<file path="src/common/periph_config.svh">
// ------------------------------
// Bus widths, register indices
// and reset values
// ------------------------------
`ifndef PERIPH_CONFIG_SVH
`define PERIPH_CONFIG_SVH

`define PERIPH_DATA_W        32
`define PERIPH_ADDR_W        11
`define PERIPH_REGION_BIT    10             // Host address bit that picks RAM
`define PERIPH_RAM_AW        8
`define PERIPH_BAUD_W        16
`define PERIPH_BAUD_RESET    16'd16         // Cycles per serial bit after reset
`define PERIPH_BYTE_W        8
`define PERIPH_DIP_W         16
`define PERIPH_IRQ_W         3
`define PERIPH_REG_IDX_W     4
`define PERIPH_UNMAPPED_WORD 32'hDEADBEEF

`define REG_LED       4'd0
`define REG_BAUD      4'd1
`define REG_TX        4'd2
`define REG_RX_ACK    4'd3
`define REG_IRQ_EN    4'd4
`define REG_UART_STAT 4'd5
`define REG_IRQ_STAT  4'd6
`define REG_DIP       4'd7

`endif

</file>
<file path="src/common/periph_pkg.sv">
// ------------------------------
// Shared vector types, bus and
// UART structs, FSM encodings
// ------------------------------
`default_nettype none
`include "periph_config.svh"

package periph_pkg;

   typedef logic [`PERIPH_DATA_W-1:0] word_t;
   typedef logic [`PERIPH_ADDR_W-1:0] host_addr_t;
   typedef logic [`PERIPH_RAM_AW-1:0] ram_addr_t;
   typedef logic [`PERIPH_BYTE_W-1:0] byte_t;
   typedef logic [`PERIPH_BAUD_W-1:0] baud_t;     // Clock cycles per bit
   typedef logic [`PERIPH_DIP_W-1:0]  dip_t;
   typedef logic [`PERIPH_IRQ_W-1:0]  irq_vec_t;  // {tx idle, rx error, rx done}

   typedef struct packed {
      logic       en;
      logic       we;
      host_addr_t addr;
      word_t      wdata;
   } host_req_t;

   typedef struct packed {
      logic  tx_start;                            // One-cycle pulse
      byte_t tx_byte;
      logic  rx_ack;                              // One-cycle pulse
      baud_t baud;
   } uart_cmd_t;

   // Read back right-aligned, rx_byte in the low byte
   typedef struct packed {
      logic  is_recv;
      logic  is_trans;
      logic  recv_err;
      logic  received;
      byte_t rx_byte;
   } uart_stat_t;

   typedef enum logic [1:0] {TX_IDLE, TX_START, TX_DATA, TX_STOP} tx_state_e;
   typedef enum logic [1:0] {RX_IDLE, RX_START, RX_DATA, RX_STOP} rx_state_e;

endpackage

`default_nettype wire

</file>
<file path="src/logic/host_decode.sv">
// ------------------------------
// Host region decoder and read
// return select
// ------------------------------
`timescale 1ns/1ns
`default_nettype none
`include "periph_config.svh"

module host_decode import periph_pkg::*;
(
   input  wire       msoc_clk,
   input  wire       rstn,
   input  host_req_t host_i,
   output host_req_t reg_req_o,
   output host_req_t ram_req_o,
   input  word_t     reg_rdata_i,
   input  word_t     ram_rdata_i,
   output word_t     host_rdata_o
);

   logic region;                                  // 1 selects the transfer RAM
   logic region_q;                                // Region of the access in flight

   assign region = host_i.addr[`PERIPH_REGION_BIT];

   always_comb
   begin
      reg_req_o    = host_i;
      reg_req_o.en = host_i.en & ~region;
      ram_req_o    = host_i;
      ram_req_o.en = host_i.en & region;
   end

   always_ff @(posedge msoc_clk or negedge rstn)
   begin
      if (!rstn)
         region_q <= 1'b0;
      else if (host_i.en)
         region_q <= region;
   end

   // Both sides register their read word, so pick by last cycle's region
   assign host_rdata_o = region_q ? ram_rdata_i : reg_rdata_i;

endmodule

`default_nettype wire

</file>
<file path="config.mk">
export PLATFORM = sky130hd
export DESIGN_NAME = host_decode
export DESIGN_NICKNAME = d
export VERILOG_FILES = /design/src/common/periph_pkg.sv /design/src/logic/host_decode.sv
export VERILOG_INCLUDE_DIRS = /design/src /design/src/common
export SDC_FILE = /design/constraint.sdc
export NUM_CORES = 1
export LEC_CHECK = 0
export ABC_AREA = 1
export ABC_CLOCK_PERIOD_IN_PS = 1200
export BUFFER_PORTS_ARGS = -buffer_cell sky130_fd_sc_hd__buf_2
export CELL_PAD_IN_SITES_DETAIL_PLACEMENT = 0
export CELL_PAD_IN_SITES_GLOBAL_PLACEMENT = 1
export CORE_MARGIN = 8
export CORE_UTILIZATION = 12
export CTS_CLUSTER_DIAMETER = 150
export CTS_CLUSTER_SIZE = 20
export DETAILED_ROUTE_END_ITERATION = 10
export MAX_ROUTING_LAYER = met4
export PLACE_DENSITY = 0.85
export SLEW_MARGIN = 40
export SYNTH_ARGS = -nofsm -noshare
export SYNTH_HDL_FRONTEND = slang
export SYNTH_SLANG_ARGS = --single-unit
</file>
<file path="constraint.sdc">
create_clock -name msoc_clk -period 1.2 [get_ports msoc_clk]
set_clock_uncertainty 0.1 [all_clocks]
set_input_delay 0.3 -clock msoc_clk [delete_from_list [all_inputs] [get_ports msoc_clk]]
set_output_delay 0.3 -clock msoc_clk [all_outputs]
set_load 0.01 [all_outputs]
</file>
; ---- Yosys cells after proc, flatten, opt, wreduce, memory -nomap -nowiden
; Index checks and enable logic that the tools add are counted.
[word_totals]
ff_bits = 1
latch_bits = 0
ramBits = 0
mem_bits_ro = 0
inputBits = 111
output_inout_bits = 122
word_cells = 5
memories = 0
[classes]
n_addsub = 0
n_mul = 0
div_mod_pow = 0
n_lt_le_gt_ge = 0
n_eq_ne = 0
shift = 0
n_mux = 1
n_bitwise = 3
reduce_logical = 0
[op_table]
columns = op, n
row1 = 2-to-1 mux 32 bit, 1
row2 = bitwise AND 1 bit, 2
row3 = inverter 1 bit, 1

; ---- Depth between registers and ports, before layout
; Gate-level depths: netlist (run 1).
[logic_depth]
depth_word = 2
depth_mapped = 5
depth_no_buf = 3

; ---- Worst setup path after synthesis (run 1)
; Ideal clock, no wire load.
[synth_path]
path_type = register to output
startpoint = register region_q
endpoint = output host_rdata_o[0]
t_arrival_ns = 0.805
t_required_ns = 0.800
setup_slack_ns = -0.005
path_stages_with_launch = 6
path_buffers = 2
cell_sequence = dfrtp_1 -> buf_6 -> inv_8 -> buf_8 -> nand2_1 -> nand2_1
[synth_via]
elab_chain_len = 1
[synth_lines]
columns = element, line
row1 = from (decl), host_decode.sv:22  ; logic region_q;
row2 = from (signal assigned), host_decode.sv:39  ; region_q <= region;
row3 = 2-to-1 mux 32 bit, host_decode.sv:43  ; assign host_rdata_o = region_q ? ram_rdata_i : reg_rdata_i;
row4 = to (decl), host_decode.sv:18  ; output word_t host_rdata_o
; Every way passes these cells.

; ---- Worst setup path after layout (run 1)
[layout_path]
startpoint = register region_q
endpoint = output host_rdata_o[30]
; The elaborated chain is that of the path after synthesis.

==> results of run 1 <==
[layout by cell type, fill, tap and decap left out, types with 2 or more instances in the layout]
cell,Yosys,routed
buf_6,4,8
inv_1,2,2
buf_2,0,97
nand2_2,7,18
nand2_1,92,81
[cell families (layout without fill, tap and decap cells)]
kind of cell,Yosys count,count (layout)
and+or+nand+nor,100,100
buffers and inverters,98,111
DFF,1,1
[layer usage]
| metal | share of wire, % | vias to the layer above |
|---|---|---|
| li1 | - | 526 |
| met1 | 36 | 458 |
| met2 | 48 | 82 |
| met3 | 11 | 31 |
| met4 | 4.4 | 0 |
| met5 | 0 | - |
[worst min-delay path by stage]
stage,end,cells after the start,slack [ps]
5_1_grt,reg_req_o[28],0,500
2_1_floorplan,region_q$_DFFE_PN0P_,0,-100
3_5_place_dp,region_q$_DFFE_PN0P_,1,-20
6_report,region_q$_DFFE_PN0P_,3,450
3_3_place_gp,region_q$_DFFE_PN0P_,1,-20
4_1_cts,region_q$_DFFE_PN0P_,3,450
[worst min-delay path: cells and delay by family]
family	cells	cell delay, ps
AND/OR/NAND/NOR	2	120
buffers and inverters	1	90
[cell type report]
cell class,count,area [um^2],share of cell area [%]
timing repair inverter,1,11.3,0.899
inverter,3,23.8,1.90
tap,133,166,13.3
timing repair buffer,107,606,48.4
multi-input combinational,100,420,33.6
sequential,1,25.0,2.00
[stage by stage]
| stage | setup slack, ps | std cells |
|---|---|---|
| 2_1_floorplan | 3.99 | 199 |
| 3_3_place_gp | -159 | 343 |
| 3_5_place_dp | -204 | 343 |
| 4_1_cts | -140 | 345 |
| 5_1_grt | -179 | 345 |
| 6_report | -133 | 345 |
[power by group]
group	internal [mW]	switching, mW
registers	0.0374	0.00265
logic	0.272	0.301
clock network	0	0
total	0.309	0.304
[repair_timing]
item | CTS | global route
endpoints found under the setup margin | 32 | 32
hold endpoints to repair | 1 | 0
resized for setup | 8 | 10
cloned | 1 | 0
hold buffers | 1 | 0
==> impl_metrics.env, run 1 <==
export IMPL_status="complete, but fails checks"
export IMPL_violations="setup timing"
export IMPL_ios=233
export IMPL_post_cts_buffers=0
export IMPL_hold_violations=0
export IMPL_nets=325
export IMPL_syn_area_um2=1170
export IMPL_dr_pass1_iters=2
export IMPL_dieArea_um2=13200
export IMPL_critPathBufInv=3
export IMPL_top_regs="region_q: 1 flops"
export IMPL_timing_rr_end="region_q$_DFFE_PN0P_"
export IMPL_grt_pass1_wl_um=5510
export IMPL_r2r_start="region_q$_DFFE_PN0P_"
export IMPL_cts_clk_slew_worst_paths_ps=0
export IMPL_ys_flop_type="dfrtp_1"
export IMPL_worstSetupEndpointType="primary output"
export IMPL_ys_types=9
export IMPL_critPathMaxFanout=11
export IMPL_crit_cells=5
export IMPL_fin_area_um2=1250
export IMPL_synthAdderAreaFrac_pct=0
export IMPL_core_um2=9640
export IMPL_ff2ff_path_depth=3
export IMPL_peakVddDrop_uv=197
export IMPL_grt_busiest_layer="met2"
export IMPL_portBuffers=103
export IMPL_met2_usage_pct=8.50
export IMPL_die_x_um=115
export IMPL_synth_most_common_cell="nand2_1"
export IMPL_ys_top_cells_by_count="nand2_1, buf_4, nand2_2"
export IMPL_slew_violations=0
export IMPL_finalCritPeriodShare_pct=111
export IMPL_holdCritStartpoint="host_i[44]"
export IMPL_synth_async_sr_flop_share_pct=100
export IMPL_initial_core_util_pct=12.2
export IMPL_ys_ff_latch=1
export IMPL_grt_antenna_before_repair=0
export IMPL_grt_setup_unrepaired="true"
export IMPL_setup_ws_ps=-133
export IMPL_finalSetupViolCount=32
export IMPL_endpoint="host_rdata_o[30]"
export IMPL_hp_class="input pin to flip-flop"
export IMPL_r2r_setup_slack_ps=300
export IMPL_grt_max_degree=23
export IMPL_use_met1_pct=5.31
export IMPL_placementRows=36
export IMPL_avgSynthCellArea_um2=5.89
export IMPL_leakage_nw=0.783
export IMPL_synth_compound_area_share_pct=0
export IMPL_overflow=0
export IMPL_drc=0
export IMPL_synth_edff_count=0
export IMPL_detail_route_antenna_nets=0
export IMPL_clock_latency_ps=0
export IMPL_drive_gt1_share_pct=59.4
export IMPL_largest_register="region_q"
export IMPL_first_iter_violations=14
export IMPL_use_met3_pct=1.52
export IMPL_worst_pin_slew_ps=171
export IMPL_hpwl_um=2970
export IMPL_timing_setup_tns_ps=-3150
export IMPL_yosysTopAreaCellShare_pct=57.6
export IMPL_grt_util_all_layers_pct=5.07
export IMPL_criticalPathCategory="flip-flop to primary output"
export IMPL_crit_family="buffers and inverters"
export IMPL_synth_simple_area_share_pct=33.5
export IMPL_cap_violations=0
export IMPL_vias=1097
export IMPL_finalPower_mw=0.613
export IMPL_nFillCells=1157
export IMPL_n_antenna_cell=0
export IMPL_crit_chain="buf_6 -> buf_12 -> nand2_1 -> nand2_1 -> buf_2"
export IMPL_synth_xor_area_share_pct=0
export IMPL_max_slew_margin_rel_pct=88.6
export IMPL_fmax_mhz=750
export IMPL_gp_congestion=0.723
export IMPL_max_stage_delay_ps=380
export IMPL_cp_data_arrival_time_ps=930
export IMPL_critPathRequiredTime_ps=800
export IMPL_setup_worst_path_start="region_q$_DFFE_PN0P_"
export IMPL_yosys_mux_area_fraction_pct=0
export IMPL_wirelength_um=3700
export IMPL_viasPerCell=3.18
export IMPL_fin_util_pct=13.0
export IMPL_start_kind="flip-flop"
export IMPL_period_minus_slack_ps=1330
export IMPL_powerDensity_nw_per_um2=490
export IMPL_cp_common_cell="nand2_1"
export IMPL_ys_seq_area_share_pct=2.13
export IMPL_synth_top_cell_by_area="buf_4"
export IMPL_synth_top_family_by_area="buffers and inverters"
export IMPL_grt_pass1_vias=1182
export IMPL_synthCells=199
export IMPL_place_area_um2=1160
export IMPL_timing_hold_ws_ps=445
export IMPL_slowest_stage="dfrtp_1"
export IMPL_chipHeight_um=115
export IMPL_post_drt_wl_per_cell_um=10.7
export IMPL_synth_nets=310
export IMPL_ys_warn_count=0
export IMPL_synth_area_top_cells="buf_4, nand2_1, buf_6"
export IMPL_largest_reg_flops=1
export IMPL_areaGrowthSynthToFinish_pct=6.83
No activity file was read; power rests on OpenSTA's default activity.
==> inputs of run 2 (changes only) <==
ABC_CLOCK_PERIOD_IN_PS = 1600   (was 1200)
CORE_UTILIZATION = 14   (was 12)
PLACE_DENSITY = 0.93   (was 0.85)
clock period = 1.6 ns   (was 1.2 ns; I/O delays follow)
==> run 2 against run 1 <==
The flow now finishes without violations. Via count down 6.2%. Largest cell class unchanged. Setup slack improved by 260 ps. Final cell count decreased by 8.7%. Worst hold slack worse by 370 ps. Cell area fell by 12%.
==> impl_metrics.env, run 2 (synthesized netlist as in run 1, its figures left out) <==
export IMPL_status="finished clean"
export IMPL_pwr_share_comb_pct=91.8
export IMPL_peakVddDrop_uv=152
export IMPL_first_iter_violations=59
export IMPL_final_cell_mix="buf_2, nand2_1, nand2_2"
export IMPL_intPower_mw=0.196
export IMPL_finalCritPeriodShare_pct=92.0
export IMPL_vias=1029
export IMPL_hpwl_um=2880
export IMPL_dpl_worst_slack_ps=101
export IMPL_nFillCells=976
export IMPL_worst_pin_slew_ps=246
export IMPL_grt_setup_unrepaired="false"
export IMPL_grt_util_all_layers_pct=4.99
export IMPL_wirelength_um=3320
export IMPL_gp_congestion=0.685
export IMPL_setup_ws_ps=128
export IMPL_worstSetupEndpointType="primary output"
export IMPL_fmax_mhz=679
export IMPL_dr_pass1_iters=2
export IMPL_ios=233
export IMPL_ff2ff_path_depth=3
export IMPL_timing_rr_end="region_q$_DFFE_PN0P_"
export IMPL_grt_pass1_vias=1068
export IMPL_hold_violations=0
export IMPL_leakage_nw=0.752
export IMPL_finalPower_mw=0.398
export IMPL_slew_violations=0
export IMPL_r2r_setup_slack_ps=630
export IMPL_fin_util_pct=13.5
export IMPL_areaGrowthSynthToFinish_pct=-5.66
export IMPL_drive_gt1_share_pct=54.3
export IMPL_core_um2=8180
export IMPL_largest_reg_flops=1
export IMPL_clock_latency_ps=0
export IMPL_portBuffers=103
export IMPL_detail_route_antenna_nets=0
export IMPL_die_x_um=108
export IMPL_finalSetupViolCount=0
export IMPL_p_sw_mw=0.203
export IMPL_top_regs="region_q: 1 flops"
export IMPL_chipHeight_um=108
export IMPL_n_antenna_cell=0
export IMPL_cap_violations=0
export IMPL_r2r_start="region_q$_DFFE_PN0P_"
export IMPL_cts_clk_slew_worst_paths_ps=0
export IMPL_cts_resized=0
export IMPL_nets=323
export IMPL_critPathRequiredTime_ps=1100
export IMPL_max_slew_margin_rel_pct=83.6
export IMPL_placementRows=33
export IMPL_post_cts_buffers=0
export IMPL_criticalPathCategory="flip-flop to primary output"
export IMPL_powerDensity_nw_per_um2=360
export IMPL_grt_max_degree=33
export IMPL_final_common_cell="buf_2"
export IMPL_hp_class="input pin to async pin"
export IMPL_grt_pass1_wl_um=4950
export IMPL_overflow=0
export IMPL_cts_hold_buf=0
export IMPL_drc=0
export IMPL_initial_core_util_pct=14.3
export IMPL_cp_data_arrival_time_ps=970
export IMPL_pwr_share_seq_pct=8.2
export IMPL_period_minus_slack_ps=1470
export IMPL_largest_register="region_q"
export IMPL_post_drt_wl_per_cell_um=10.5
export IMPL_timing_setup_tns_ps=0
export IMPL_start_kind="flip-flop"
export IMPL_grt_antenna_before_repair=0
export IMPL_viasPerCell=3.27
export IMPL_swShare_pct=50.9
export IMPL_pwr_share_clk_pct=0
export IMPL_critPathMaxFanout=14
export IMPL_dieArea_um2=11600
[run 2: cell types whose count changed in the layout (fill, tap and decap cells not counted)]
cell,previous run,this run
buf_12,1,0
buf_2,97,103
buf_4,0,3
buf_6,8,0
dlygate4sd3_1,1,0
inv_12,1,0
nand2_1,81,92
nand2_2,18,7
[run 2: worst max path at each step]
stage | slack [ps] | startpoint | cells past startpoint | end
finish | 130 | region_q$_DFFE_PN0P_ | 4 | host_rdata_o[29]
global route | 20 | region_q$_DFFE_PN0P_ | 4 | host_rdata_o[31]
CTS | 100 | region_q$_DFFE_PN0P_ | 4 | host_rdata_o[29]
detailed placement | 100 | region_q$_DFFE_PN0P_ | 4 | host_rdata_o[29]
global placement | 130 | region_q$_DFFE_PN0P_ | 4 | host_rdata_o[29]
floorplan | 300 | region_q$_DFFE_PN0P_ | 5 | host_rdata_o[0]
[run 2: area by class of cell]
class / instances / area (um^2) / area share [%]
Inverter: 3 / 18.8 / 1.70
Multi-Input combinational cell: 100 / 393 / 35.5
Sequential cell: 1 / 25.0 / 2.26
Tap cell: 105 / 131 / 11.9
Timing Repair Buffer: 106 / 538 / 48.6
[run 2: power by group through the flow]
| stage | sequential (mW) | clock [mW] | combinational, mW |
|---|---|---|---|
| 4_1_cts | 0.0330 | 0 | 0.378 |
| 2_1_floorplan | 0.0289 | 0 | 0.430 |
| 3_3_place_gp | 0.0327 | 0 | 0.368 |
| 6_report | 0.0329 | 0 | 0.366 |
| 5_1_grt | 0.0337 | 0 | 0.415 |
| 3_5_place_dp | 0.0330 | 0 | 0.377 |
[run 2: critical path: stages, from the launching register on]
cell and delay [ps]:
dfrtp_1 450, buf_4 250, nand2_1 70, nand2_1 70
buf_2 130
[run 2: through the flow]
step	std cells	hold slack (ps)	area, um^2
floorplan	199	4.41	1170
global placement	315	75.5	1110
detailed placement	315	76.0	1110
CTS	315	76.0	1110
global route	315	76.8	1110
finish	315	74.2	1110
[run 2: layer usage]
layer  vias up  share of wire (%)  global-route usage, %
met2        78                 47                   8.73
met3        27                 15                   1.68
met4         0                3.9                   2.28
met5         -                  0                      -
met1       401                 34                   4.91
li1        523                  -                      -
==> inputs of run 3 (changes only) <==
ABC_AREA = unset   (was 1)
CORE_UTILIZATION = 16   (was 14)
PLACE_DENSITY = 0.92   (was 0.93)
SETUP_SLACK_MARGIN = 0.3   (was unset)
==> run 3 against run 2 <==
Critical endpoint is now host_rdata_o[9]. Highest routed layer unchanged. First-iteration DRC count is 81% lower. Worst hold slack better by 2.6 ps. Via count is 25% lower. Routed wire length is 2.6% lower. Synthesized cell count is 36% lower. Register-to-register slack better by 70 ps. Largest power group unchanged. Die area is 5.7% lower. Maximum frequency is 5.5% lower. Global-route usage is 0.098 points higher. Sequential power is 2% lower. Critical path depth is 1 lower.
==> impl_metrics.env, run 3 <==
export IMPL_status="finished clean"
export IMPL_wirelength_um=3230
export IMPL_finalSetupViolCount=0
export IMPL_grt_pass1_wl_um=4730
export IMPL_overflow=0
export IMPL_critPathMaxFanout=23
export IMPL_hold_violations=0
export IMPL_finalCritPeriodShare_pct=97.4
export IMPL_post_cts_buffers=0
export IMPL_first_iter_violations=11
export IMPL_chipHeight_um=104
export IMPL_ys_flop_type="dfrtp_1"
export IMPL_ys_top_cells_by_count="buf_4, mux2_4, mux2_2"
export IMPL_multi_input_area_um2=507
export IMPL_portBuffers=103
export IMPL_ys_seq_area_share_pct=2.00
export IMPL_worst_pin_slew_ps=179
export IMPL_final_common_cell="buf_2"
export IMPL_die_x_um=104
export IMPL_powerDensity_nw_per_um2=404
export IMPL_grt_setup_unrepaired="true"
export IMPL_start_kind="flip-flop"
export IMPL_cts_clk_slew_worst_paths_ps=0
export IMPL_synth_nets=239
export IMPL_vias=776
export IMPL_crit_chain="buf_12 -> mux2_4 -> buf_2"
export IMPL_critPathBufInv=2
export IMPL_n_antenna_cell=0
export IMPL_dr_pass1_iters=2
export IMPL_max_stage_delay_ps=380
export IMPL_viasPerCell=3.19
export IMPL_syn_area_um2=1250
export IMPL_leakage_nw=0.750
export IMPL_areaGrowthSynthToFinish_pct=7.21
export IMPL_hp_class="input pin to async pin"
export IMPL_largest_reg_flops=1
export IMPL_avgSynthCellArea_um2=9.77
export IMPL_drive_gt1_share_pct=99.3
export IMPL_initial_core_util_pct=16.3
export IMPL_final_seq_area_um2=26.3
export IMPL_peakVddDrop_uv=124
export IMPL_post_drt_wl_per_cell_um=13.3
export IMPL_fin_util_pct=17.5
export IMPL_grt_max_degree=24
export IMPL_critPathRequiredTime_ps=1100
export IMPL_synth_async_sr_flop_share_pct=100
export IMPL_largest_register="region_q"
export IMPL_worstSetupEndpointType="primary output"
export IMPL_ios=233
export IMPL_synth_edff_count=0
export IMPL_cap_violations=0
export IMPL_synth_area_top_cells="buf_4, mux2_4, buf_12"
export IMPL_ys_ff_latch=1
export IMPL_grt_pass1_vias=922
export IMPL_drc=0
export IMPL_grt_antenna_before_repair=0
export IMPL_placementRows=32
export IMPL_yosysTopAreaCellShare_pct=52.9
export IMPL_hpwl_um=2810
export IMPL_nets=254
export IMPL_nFillCells=849
export IMPL_ys_warn_count=0
export IMPL_core_um2=7650
export IMPL_gp_congestion=0.713
export IMPL_slew_violations=0
export IMPL_clock_latency_ps=0
export IMPL_ys_types=8
export IMPL_grt_util_all_layers_pct=5.09
export IMPL_dieArea_um2=10900
export IMPL_top_regs="region_q: 1 flops"
export IMPL_cp_data_arrival_time_ps=1060
export IMPL_synth_top_cell_by_area="buf_4"
export IMPL_synth_most_common_cell="buf_4"
export IMPL_crit_family="flip-flops"
export IMPL_synthCells=128
export IMPL_criticalPathCategory="flip-flop to primary output"
export IMPL_timing_setup_tns_ps=0
export IMPL_fmax_mhz=642
export IMPL_final_cell_mix="buf_2, mux2_4, buf_6"
export IMPL_max_slew_margin_rel_pct=88.1
export IMPL_period_minus_slack_ps=1560
export IMPL_detail_route_antenna_nets=0
export IMPL_slowest_stage="dfrtp_2"
## run 3: cell families after synthesis
logic type | share of synthesized area [%]
DFF | 2.00
muxes | 38.4
and+or+nand+nor | 1.00
buffers and inverters | 58.6
## run 3: path summary, 6_finish.rpt
| check | to | slack, ps | from | cells past startpoint |
|---|---|---|---|---|
| worst max-delay path | host_rdata_o[9] | 40 | region_q$_DFFE_PN0P_ | 3 |
| min in group msoc_clk | region_q$_DFFE_PN0P_ | 470 | region_q$_DFFE_PN0P_ | 1 |
| max in group asynchronous | region_q$_DFFE_PN0P_ | 1230 | rstn | 1 |
| worst min register to register | region_q$_DFFE_PN0P_ | 470 | region_q$_DFFE_PN0P_ | 1 |
| worst min-delay path | region_q$_DFFE_PN0P_ | 80 | rstn | 1 |
| worst max register to register | region_q$_DFFE_PN0P_ | 700 | region_q$_DFFE_PN0P_ | 1 |
## run 3: per-stage QoR
stage | hold WS (ps) | instance area (um^2) | total power, mW | setup slack, ps | cells
5_1_grt | 83.4 | 1340 | 0.575 | 7.86 | 243
3_3_place_gp | 76.8 | 1190 | 0.455 | 39.9 | 243
2_1_floorplan | 4.41 | 1250 | 0.532 | 163 | 128
3_5_place_dp | 78.9 | 1190 | 0.466 | 15.6 | 243
6_report | 76.8 | 1340 | 0.541 | 41.4 | 243
4_1_cts | 79.2 | 1200 | 0.471 | 14.6 | 243
## run 3: layout make-up
| class | instances | share of cell area (%) |
|---|---|---|
| well taps | 102 | 9.52 |
| multi-input cells | 35 | 37.8 |
| flip-flops and latches | 1 | 1.96 |
| repair buffers | 105 | 50.7 |
## run 3: repair_timing
item | in CTS | in global routing
gates resized for setup | 3 | 25
gates cloned | 0 | 0
setup endpoints to repair | 33 | 33
pin swaps | 0 | 1
hold buffers | 0 | 0
## run 3: power breakdown
part           internal, mW  leakage, nW  total, mW  switching, mW
Combinational         0.327        0.739      0.509          0.182
Sequential           0.0288       0.0107     0.0323        0.00345
Clock                     0            0          0              0
Total                 0.355        0.750      0.541          0.186
## run 3: routing by layer
metal  GRT usage [%]  up-vias  wire (um)
met5               -        -          0
met3            3.90        2        570
met2            8.93      101       1630
li1                -      353          -
met4           0.620        0          4
met1            4.31      320       1020
